`config.mk`:
```
export PLATFORM = sky130hd
export DESIGN_NAME = pipeCpu
export DESIGN_NICKNAME = d
export VERILOG_FILES = /design/src/cpuPkg.sv /design/src/instrDecode.sv /design/src/execStage.sv /design/src/resultStage.sv /design/src/pipeCpu.sv
export VERILOG_INCLUDE_DIRS = /design/src
export SDC_FILE = /design/constraint.sdc
export NUM_CORES = 2
export LEC_CHECK = 0
export ABC_AREA = 1
export ABC_CLOCK_PERIOD_IN_PS = 4320
export BUFFER_PORTS_ARGS = -buffer_cell sky130_fd_sc_hd__buf_2
export CAP_MARGIN = 0
export CORE_UTILIZATION = 38
export CTS_BUF_LIST = sky130_fd_sc_hd__clkbuf_4 sky130_fd_sc_hd__clkbuf_8
export CTS_CLUSTER_DIAMETER = 120
export DETAILED_ROUTE_END_ITERATION = 16
export MAX_ROUTING_LAYER = met4
export SLEW_MARGIN = 10
export SYNTH_ARGS = -nofsm -noshare
export SYNTH_HDL_FRONTEND = slang
export SYNTH_SLANG_ARGS = --single-unit
```
`constraint.sdc`:
```
create_clock -name clk -period 4.32 [get_ports clk]
set_input_delay 0.864 -clock clk [delete_from_list [all_inputs] [get_ports clk]]
set_output_delay 0.864 -clock clk [all_outputs]
set_load 0.05 [all_outputs]
```
`src/cpu_params.svh`:
```
`ifndef CPU_PARAMS_SVH
`define CPU_PARAMS_SVH

// Datapath and register file
`define CPU_XLEN        32
`define CPU_REG_AW      5
`define CPU_NUM_REGS    32

// Opcode field values
`define CPU_OP_RTYPE    6'h00
`define CPU_OP_ADDI     6'h08
`define CPU_OP_ANDI     6'h0C
`define CPU_OP_ORI      6'h0D
`define CPU_OP_LUI      6'h0F

// Function field values for R-type
`define CPU_FN_ADD      6'h20
`define CPU_FN_SUB      6'h22
`define CPU_FN_AND      6'h24
`define CPU_FN_OR       6'h25
`define CPU_FN_XOR      6'h26
`define CPU_FN_SLT      6'h2A
`define CPU_FN_SLL      6'h00
`define CPU_FN_SRL      6'h02

`endif

```
`src/cpuPkg.sv`:
```
`include "cpu_params.svh"

package cpuPkg;

    typedef logic [`CPU_XLEN-1:0]   wordT;
    typedef logic [`CPU_REG_AW-1:0] regAddrT;

    typedef enum logic [3:0] {
        aluAdd,
        aluSub,
        aluAnd,
        aluOr,
        aluXor,
        aluSlt,
        aluSll,
        aluSrl,
        aluLui
    } aluOpE;

    // Register format
    typedef struct packed {
        logic [5:0] opcode;
        regAddrT    rs;
        regAddrT    rt;
        regAddrT    rd;
        logic [4:0] shamt;
        logic [5:0] funct;
    } rFieldsT;

    // Immediate format
    typedef struct packed {
        logic [5:0]  opcode;
        regAddrT     rs;
        regAddrT     rt;
        logic [15:0] imm;
    } iFieldsT;

    typedef union packed {
        rFieldsT r;
        iFieldsT i;
    } instrU;

endpackage

```
`src/instrDecode.sv`:
```
`timescale 1ns/1ps
`include "cpu_params.svh"

module instrDecode (
    input  logic             clk,
    input  logic             rstN,
    input  logic             instrValid,
    input  cpuPkg::wordT     instr,
    input  cpuPkg::wordT     rdDataA,
    input  cpuPkg::wordT     rdDataB,
    output cpuPkg::regAddrT  rdAddrA,
    output cpuPkg::regAddrT  rdAddrB,
    output logic             exValid,
    output cpuPkg::aluOpE    aluOp,
    output cpuPkg::wordT     opA,
    output cpuPkg::wordT     opB,
    output cpuPkg::wordT     imm,
    output logic             useImm,
    output logic [4:0]       shamt,
    output cpuPkg::regAddrT  rsAddr,
    output cpuPkg::regAddrT  rtAddr,
    output cpuPkg::regAddrT  dstReg,
    output logic             dstWrite
);
    import cpuPkg::*;

    instrU   instrReg;
    logic    decValid;

    aluOpE   aluOpNext;
    wordT    immNext;
    logic    useImmNext;
    logic    supported;
    regAddrT srcA;
    regAddrT srcB;
    regAddrT dstNext;

    // Decode register
    always_ff @(posedge clk) begin
        if (!rstN) begin
            decValid <= 1'b0;
        end else begin
            decValid <= instrValid;
        end
        if (instrValid) begin
            instrReg <= instr;
        end
    end

    // Field decode and control
    always_comb begin
        aluOpNext  = aluAdd;
        immNext    = '0;
        useImmNext = 1'b0;
        supported  = 1'b1;
        srcA       = instrReg.i.rs;
        srcB       = instrReg.i.rt;
        dstNext    = instrReg.i.rt;
        case (instrReg.r.opcode)
            `CPU_OP_RTYPE: begin
                srcA    = instrReg.r.rs;
                srcB    = instrReg.r.rt;
                dstNext = instrReg.r.rd;
                case (instrReg.r.funct)
                    `CPU_FN_ADD: aluOpNext = aluAdd;
                    `CPU_FN_SUB: aluOpNext = aluSub;
                    `CPU_FN_AND: aluOpNext = aluAnd;
                    `CPU_FN_OR:  aluOpNext = aluOr;
                    `CPU_FN_XOR: aluOpNext = aluXor;
                    `CPU_FN_SLT: aluOpNext = aluSlt;
                    `CPU_FN_SLL: aluOpNext = aluSll;
                    `CPU_FN_SRL: aluOpNext = aluSrl;
                    default:     supported = 1'b0;
                endcase
            end
            `CPU_OP_ADDI: begin
                aluOpNext  = aluAdd;
                useImmNext = 1'b1;
                immNext    = {{(`CPU_XLEN-16){instrReg.i.imm[15]}}, instrReg.i.imm};
            end
            `CPU_OP_ANDI: begin
                aluOpNext  = aluAnd;
                useImmNext = 1'b1;
                immNext    = {{(`CPU_XLEN-16){1'b0}}, instrReg.i.imm};
            end
            `CPU_OP_ORI: begin
                aluOpNext  = aluOr;
                useImmNext = 1'b1;
                immNext    = {{(`CPU_XLEN-16){1'b0}}, instrReg.i.imm};
            end
            `CPU_OP_LUI: begin
                aluOpNext  = aluLui;
                useImmNext = 1'b1;
                immNext    = {instrReg.i.imm, {(`CPU_XLEN-16){1'b0}}};
            end
            default: supported = 1'b0;
        endcase
    end

    assign rdAddrA = srcA;
    assign rdAddrB = srcB;

    // Execute register
    always_ff @(posedge clk) begin
        if (!rstN) begin
            exValid  <= 1'b0;
            dstWrite <= 1'b0;
        end else begin
            exValid  <= decValid;
            dstWrite <= decValid && supported && (dstNext != '0);
        end
        aluOp  <= aluOpNext;
        opA    <= rdDataA;
        opB    <= rdDataB;
        imm    <= immNext;
        useImm <= useImmNext;
        shamt  <= instrReg.r.shamt;
        rsAddr <= srcA;
        rtAddr <= srcB;
        dstReg <= dstNext;
    end

endmodule

```
`src/execStage.sv`:
```
`timescale 1ns/1ps
`include "cpu_params.svh"

module execStage (
    input  logic             clk,
    input  logic             rstN,
    input  logic             exValid,
    input  cpuPkg::aluOpE    aluOp,
    input  cpuPkg::wordT     opA,
    input  cpuPkg::wordT     opB,
    input  cpuPkg::wordT     imm,
    input  logic             useImm,
    input  logic [4:0]       shamt,
    input  cpuPkg::regAddrT  rsAddr,
    input  cpuPkg::regAddrT  rtAddr,
    input  cpuPkg::regAddrT  dstReg,
    input  logic             dstWrite,
    input  logic             fwdValid,
    input  cpuPkg::regAddrT  fwdReg,
    input  cpuPkg::wordT     fwdData,
    output logic             resValid,
    output cpuPkg::wordT     resData,
    output cpuPkg::regAddrT  resReg,
    output logic             resWrite
);
    import cpuPkg::*;

    logic fwdA;
    logic fwdB;
    wordT srcA;
    wordT srcRt;
    wordT srcB;
    wordT aluOut;

    // Result register overrides the stale register file value
    assign fwdA  = fwdValid && (fwdReg == rsAddr);
    assign fwdB  = fwdValid && (fwdReg == rtAddr);
    assign srcA  = fwdA ? fwdData : opA;
    assign srcRt = fwdB ? fwdData : opB;
    assign srcB  = useImm ? imm : srcRt;

    always_comb begin
        case (aluOp)
            aluAdd:  aluOut = srcA + srcB;
            aluSub:  aluOut = srcA - srcB;
            aluAnd:  aluOut = srcA & srcB;
            aluOr:   aluOut = srcA | srcB;
            aluXor:  aluOut = srcA ^ srcB;
            aluSlt:  aluOut = {{(`CPU_XLEN-1){1'b0}}, $signed(srcA) < $signed(srcB)};
            // Shifts operate on rt
            aluSll:  aluOut = srcB << shamt;
            aluSrl:  aluOut = srcB >> shamt;
            aluLui:  aluOut = srcB;
            default: aluOut = '0;
        endcase
    end

    // Result register
    always_ff @(posedge clk) begin
        if (!rstN) begin
            resValid <= 1'b0;
            resWrite <= 1'b0;
        end else begin
            resValid <= exValid;
            resWrite <= exValid && dstWrite;
        end
        resData <= aluOut;
        resReg  <= dstReg;
    end

endmodule

```
`src/resultStage.sv`:
```
`timescale 1ns/1ps
`include "cpu_params.svh"

module resultStage (
    input  logic             clk,
    input  logic             rstN,
    input  logic             resValid,
    input  cpuPkg::wordT     resData,
    input  cpuPkg::regAddrT  resReg,
    input  logic             resWrite,
    input  cpuPkg::regAddrT  rdAddrA,
    input  cpuPkg::regAddrT  rdAddrB,
    output cpuPkg::wordT     rdDataA,
    output cpuPkg::wordT     rdDataB,
    output logic             fwdValid,
    output cpuPkg::regAddrT  fwdReg,
    output cpuPkg::wordT     fwdData,
    output logic             wbValid,
    output cpuPkg::regAddrT  wbReg,
    output cpuPkg::wordT     wbData
);
    import cpuPkg::*;

    wordT regFile [`CPU_NUM_REGS];
    logic retire;

    // Only a valid, writing instruction retires
    assign retire = resValid && resWrite;

    assign fwdValid = retire;
    assign fwdReg   = resReg;
    assign fwdData  = resData;

    assign wbValid = retire;
    assign wbReg   = resReg;
    assign wbData  = resData;

    // Architectural register state
    always_ff @(posedge clk) begin
        if (!rstN) begin
            for (int i = 0; i < `CPU_NUM_REGS; i++) begin
                regFile[i] <= '0;
            end
        end else if (retire && (resReg != '0)) begin
            regFile[resReg] <= resData;
        end
    end

    // Write-through read ports
    always_comb begin
        if (rdAddrA == '0) begin
            rdDataA = '0;
        end else if (retire && (resReg == rdAddrA)) begin
            rdDataA = resData;
        end else begin
            rdDataA = regFile[rdAddrA];
        end
    end

    always_comb begin
        if (rdAddrB == '0) begin
            rdDataB = '0;
        end else if (retire && (resReg == rdAddrB)) begin
            rdDataB = resData;
        end else begin
            rdDataB = regFile[rdAddrB];
        end
    end

endmodule

```
`src/pipeCpu.sv`:
```
`timescale 1ns/1ps

module pipeCpu (
    input  logic             clk,
    input  logic             rstN,
    input  logic             instrValid,
    input  cpuPkg::instrU    instr,
    output logic             wbValid,
    output cpuPkg::regAddrT  wbReg,
    output cpuPkg::wordT     wbData
);
    import cpuPkg::*;

    // Register file read
    regAddrT rdAddrA;
    regAddrT rdAddrB;
    wordT    rdDataA;
    wordT    rdDataB;

    // Decode to execute
    logic    exValid;
    aluOpE   aluOp;
    wordT    opA;
    wordT    opB;
    wordT    imm;
    logic    useImm;
    logic [4:0] shamt;
    regAddrT rsAddr;
    regAddrT rtAddr;
    regAddrT dstReg;
    logic    dstWrite;

    // Execute to result, and the bypass back
    logic    resValid;
    wordT    resData;
    regAddrT resReg;
    logic    resWrite;
    logic    fwdValid;
    regAddrT fwdReg;
    wordT    fwdData;

    instrDecode decode (
        .clk        (clk),
        .rstN       (rstN),
        .instrValid (instrValid),
        .instr      (instr),
        .rdDataA    (rdDataA),
        .rdDataB    (rdDataB),
        .rdAddrA    (rdAddrA),
        .rdAddrB    (rdAddrB),
        .exValid    (exValid),
        .aluOp      (aluOp),
        .opA        (opA),
        .opB        (opB),
        .imm        (imm),
        .useImm     (useImm),
        .shamt      (shamt),
        .rsAddr     (rsAddr),
        .rtAddr     (rtAddr),
        .dstReg     (dstReg),
        .dstWrite   (dstWrite)
    );

    execStage exec (
        .clk        (clk),
        .rstN       (rstN),
        .exValid    (exValid),
        .aluOp      (aluOp),
        .opA        (opA),
        .opB        (opB),
        .imm        (imm),
        .useImm     (useImm),
        .shamt      (shamt),
        .rsAddr     (rsAddr),
        .rtAddr     (rtAddr),
        .dstReg     (dstReg),
        .dstWrite   (dstWrite),
        .fwdValid   (fwdValid),
        .fwdReg     (fwdReg),
        .fwdData    (fwdData),
        .resValid   (resValid),
        .resData    (resData),
        .resReg     (resReg),
        .resWrite   (resWrite)
    );

    resultStage result (
        .clk        (clk),
        .rstN       (rstN),
        .resValid   (resValid),
        .resData    (resData),
        .resReg     (resReg),
        .resWrite   (resWrite),
        .rdAddrA    (rdAddrA),
        .rdAddrB    (rdAddrB),
        .rdDataA    (rdDataA),
        .rdDataB    (rdDataB),
        .fwdValid   (fwdValid),
        .fwdReg     (fwdReg),
        .fwdData    (fwdData),
        .wbValid    (wbValid),
        .wbReg      (wbReg),
        .wbData     (wbData)
    );

endmodule

```
==> out/results.ini <==
[placed_design]
placed_area_sq_um=78000
gp_congestion=1.03
pre_cts_slack_ps=-65.0
dp_hpwl_um=220000
numPortBuffers=72

[job]
max_cap_violations=0

[detailed_routing]
drt_first_iter_violations=10400
drc_errors=0
wire_per_inst_um=28.0
drt-vias-per-instance=5.95
routed_wl_um=328000
ant_nets=0
dr.pass1.iters=9
via_count=69600

[timing]
drv_slew=0
fmax_mhz=242
worst_pin_slew_ps=1290
hold_violations=0
slew_headroom_pct=14.2
setup_tns_ps=0
clock_skew_ps=111
min_period_ps=4130
worst_hold_slack_ps=91.4
setup_slack_ps=191
period_share_pct=95.6
setup_violations=0

[setup_path]
cp.required_ps=5130
end_kind=register
critical_path.max_fanout=39
crit_arrival_ps=4940
critPathKind=reg -> reg
setup.worst_path.start_class=register
r2r_cells=20

[synth]
synth.yosys.seq_area_share_pct=49.1
yosysMostFrequentCell=nor2_1
synthAdderAreaFrac_pct=1.73
avgSynthCellArea_sq_um=8.10
synth_top_family_by_area=simple AND/OR/NAND/NOR gates
synth_edf_count=1056
syn_area_sq_um=71600
synth_xor_area_share_pct=0.110
synth-async-reset-ratio_pct=0
synth_compound_area_share_pct=19.8
synthTopCellsByCount=nor2_1, nand2_1, edfxtp_1
synthMuxAreaShare_pct=0.0297
synth_ff_type=edfxtp_1
synth_top_area_cell=edfxtp_1
synth_area_leaders=edfxtp_1, a21oi_1, o21ai_0
yosys.area_share.simple_pct=20.4
ys_warn_count=0
ys_types=62
synth_top_cell_area_share_pct=44.3
ys_ff_latch=1229
syn-instance-count=8836

[clocking]
cts_root_buf=clkbuf_8
clk_pin_slew_ps=60
clkLatencyLatePin_ps=1030
cts.path.max_buffers=3
cts_tree=built
h-tree-depth=4
cts_buffers=214
cts.sinks=1229

[floorplan]
core_sq_um=186000
fp.dieH_um=436
io_pins=73
start_util_pct=38.4
fp.dieArea_sq_um=190000
die_x_um=436
rows=158

[run_status]
status=complete, no violations

[pwr]
p_per_area_nw_per_um2=491
seqPwrFrac_pct=34.7
p_clk_share_pct=27.1
p_int_mw=23.6
power.leakage_nw=33.9
pwr-share-comb_pct=38.2
switchingPower_mw=16.9
p_total_mw=40.5
swShare_pct=41.8
vdd.ir_drop.worst_v=0.000402

[global_routing]
grt_overflow=0
grt_pass1_vias=64200
grt_max_degree=173
grt_pass1_wl_um=460000
grtUsageTotal_pct=34.3
grt_antenna_before_repair=15

[finish]
area_growth_pct=15.2
fin_nets=9179
drive_gt1_share_pct=14.6
finish.instance_area_sq_um=82400

[min_path]
hp-class=in -> reg
holdPathStages=1

registers in the layout (all words and copies together) (netlist names), named ones only:
| name | count |
|---|---|
| exec.resReg | 5 |
| decode.opB | 32 |
| decode.dstReg | 5 |
| exec.resValid | 1 |
| decode.useImm | 1 |
| decode.dstWrite | 1 |
| decode.opA | 32 |
| decode.shamt | 5 |
| decode.decValid | 1 |
| result.regFile | 1024 |
| decode.aluOp | 4 |
| exec.resData | 32 |
| exec.resWrite | 1 |
| decode.rtAddr | 5 |
| decode.imm | 32 |
| decode.exValid | 1 |
| decode.instrReg | 32 |
| decode.rsAddr | 5 |
through the flow:
stage,util (%),cells
final,44.3,11700
after global routing,44.3,11700
after CTS,44.2,11700
after detailed placement,41.9,11300
after global placement,41.9,11300
after floorplan,-,8867
path summary, 6_finish.rpt:
path | startpoint | endpoint | slack [ps]
worst min register to register | decode.dstReg[0]$_DFF_P_ | exec.resReg[0]$_DFF_P_ | 320
worst max-delay path | exec.resReg[2]$_DFF_P_ | exec.resData[19]$_DFF_P_ | 190
worst min-delay path | instr[0] | decode.instrReg[0]$_DFFE_PP_ | 90
worst max register to register | exec.resReg[2]$_DFF_P_ | exec.resData[19]$_DFF_P_ | 190
critical path, stage by stage, from the launching register on:
cell and delay, ps:
dfxtp_1 320, xor2_1 170, a2111oi_2 270, buf_4 170, o2111ai_4 100, buf_12 200
o21ai_0 290, ha_1 350, buf_4 170, nor2_1 190, nand2_1 110, o21ai_1 450
nand2_1 120, nand2_1 240, nand2_1 80, nand2_1 120, a21oi_2 90, o21ai_0 180
nor2_1 70, nor2_2 190, nand3_1 90
cells in the final DEF, fill, tap and decap left out, types with 7 or more instances in the layout:
cell type  synthesis  final
edfxtp_1        1056   1056
a221oi_1           9      9
dfxtp_1          173    159
xor2_1             9      8
buf_12             1     66
nand2_2           31     66
clkbuf_4           0     82
clkbuf_8           0    226
o211ai_1         222    222
nand3_2           80     80
o22ai_1           10     10
nor3_1            28     26
clkinv_2           1     19
nand2_1         1141   1105
nor2_1          1153   1147
o21ai_1           13     18
a21o_1            10     10
inv_2             19     27
a31oi_1            7      7
a211oi_1          34     34
inv_1            791    780
o21ai_0          990    983
buf_2            102     72
nor4_1            10      9
ha_1              96     90
nand3_1          811    810
nand2_4            8      9
conb_1             1     32
nand4_1           45     45
a21oi_2            3      8
buf_4              4    599
a21oi_1         1039   1034
nor2_2             2      8
diode_2            0     11
or2_2             13     13
o221ai_1         161    161
clkinv_1          33     82
dfxtp_2            0      8
o21ai_2            6      8
nand3_4           11     12
final cells by class:
class                      count  area, sq um
fill                       18500       104000
clock inverter                82          526
inverter                     845         3190
tap                         2480         3100
multi-input combinational   6019        30500
antenna                       11         27.5
sequential                  1229        35200
timing repair buffer         737         6180
clock buffer                 308         3730
routing by layer:
metal  global-route usage [%]  vias up  routed length [um]
met5                        -        -                   0
met4                     17.7        0               19100
met3                     8.43      798               40600
met2                     48.5     4702              138000
met1                     45.4    33200              130000
li1                         -    30900                   -
cells by family (layout without fill, tap and decap cells):
logic type	Yosys count	in the layout
multiplexers	2	2
adder cells (fa/ha/maj)	98	98
XOR/XNOR	9	9
other	1	43
AND/OR/NAND/NOR	3343	3343
AO/OA/AOI/OAI	2535	2535
flip-flops	1229	1229
buffers and inverters	1619	1972
timing repair:
| action | in CTS | in global routing |
|---|---|---|
| setup buffers | 0 | 2 |
| cloned | 0 | 0 |
| pin swaps | 0 | 6 |
| resized for setup | 3 | 32 |
| hold buffers | 0 | 0 |
| endpoints found under the setup margin | 3 | 25 |
power by group through the flow:
stage	registers [mW]	clock network [mW]	logic, mW
after floorplan	14.5	0	6.75
after global placement	14.3	0	14.9
after detailed placement	14.3	0	14.9
after CTS	14.0	11.1	14.9
after global routing	14.1	11.5	16.1
final	14.0	11.0	15.5
Note: power is estimated with default switching activity, not from simulation.
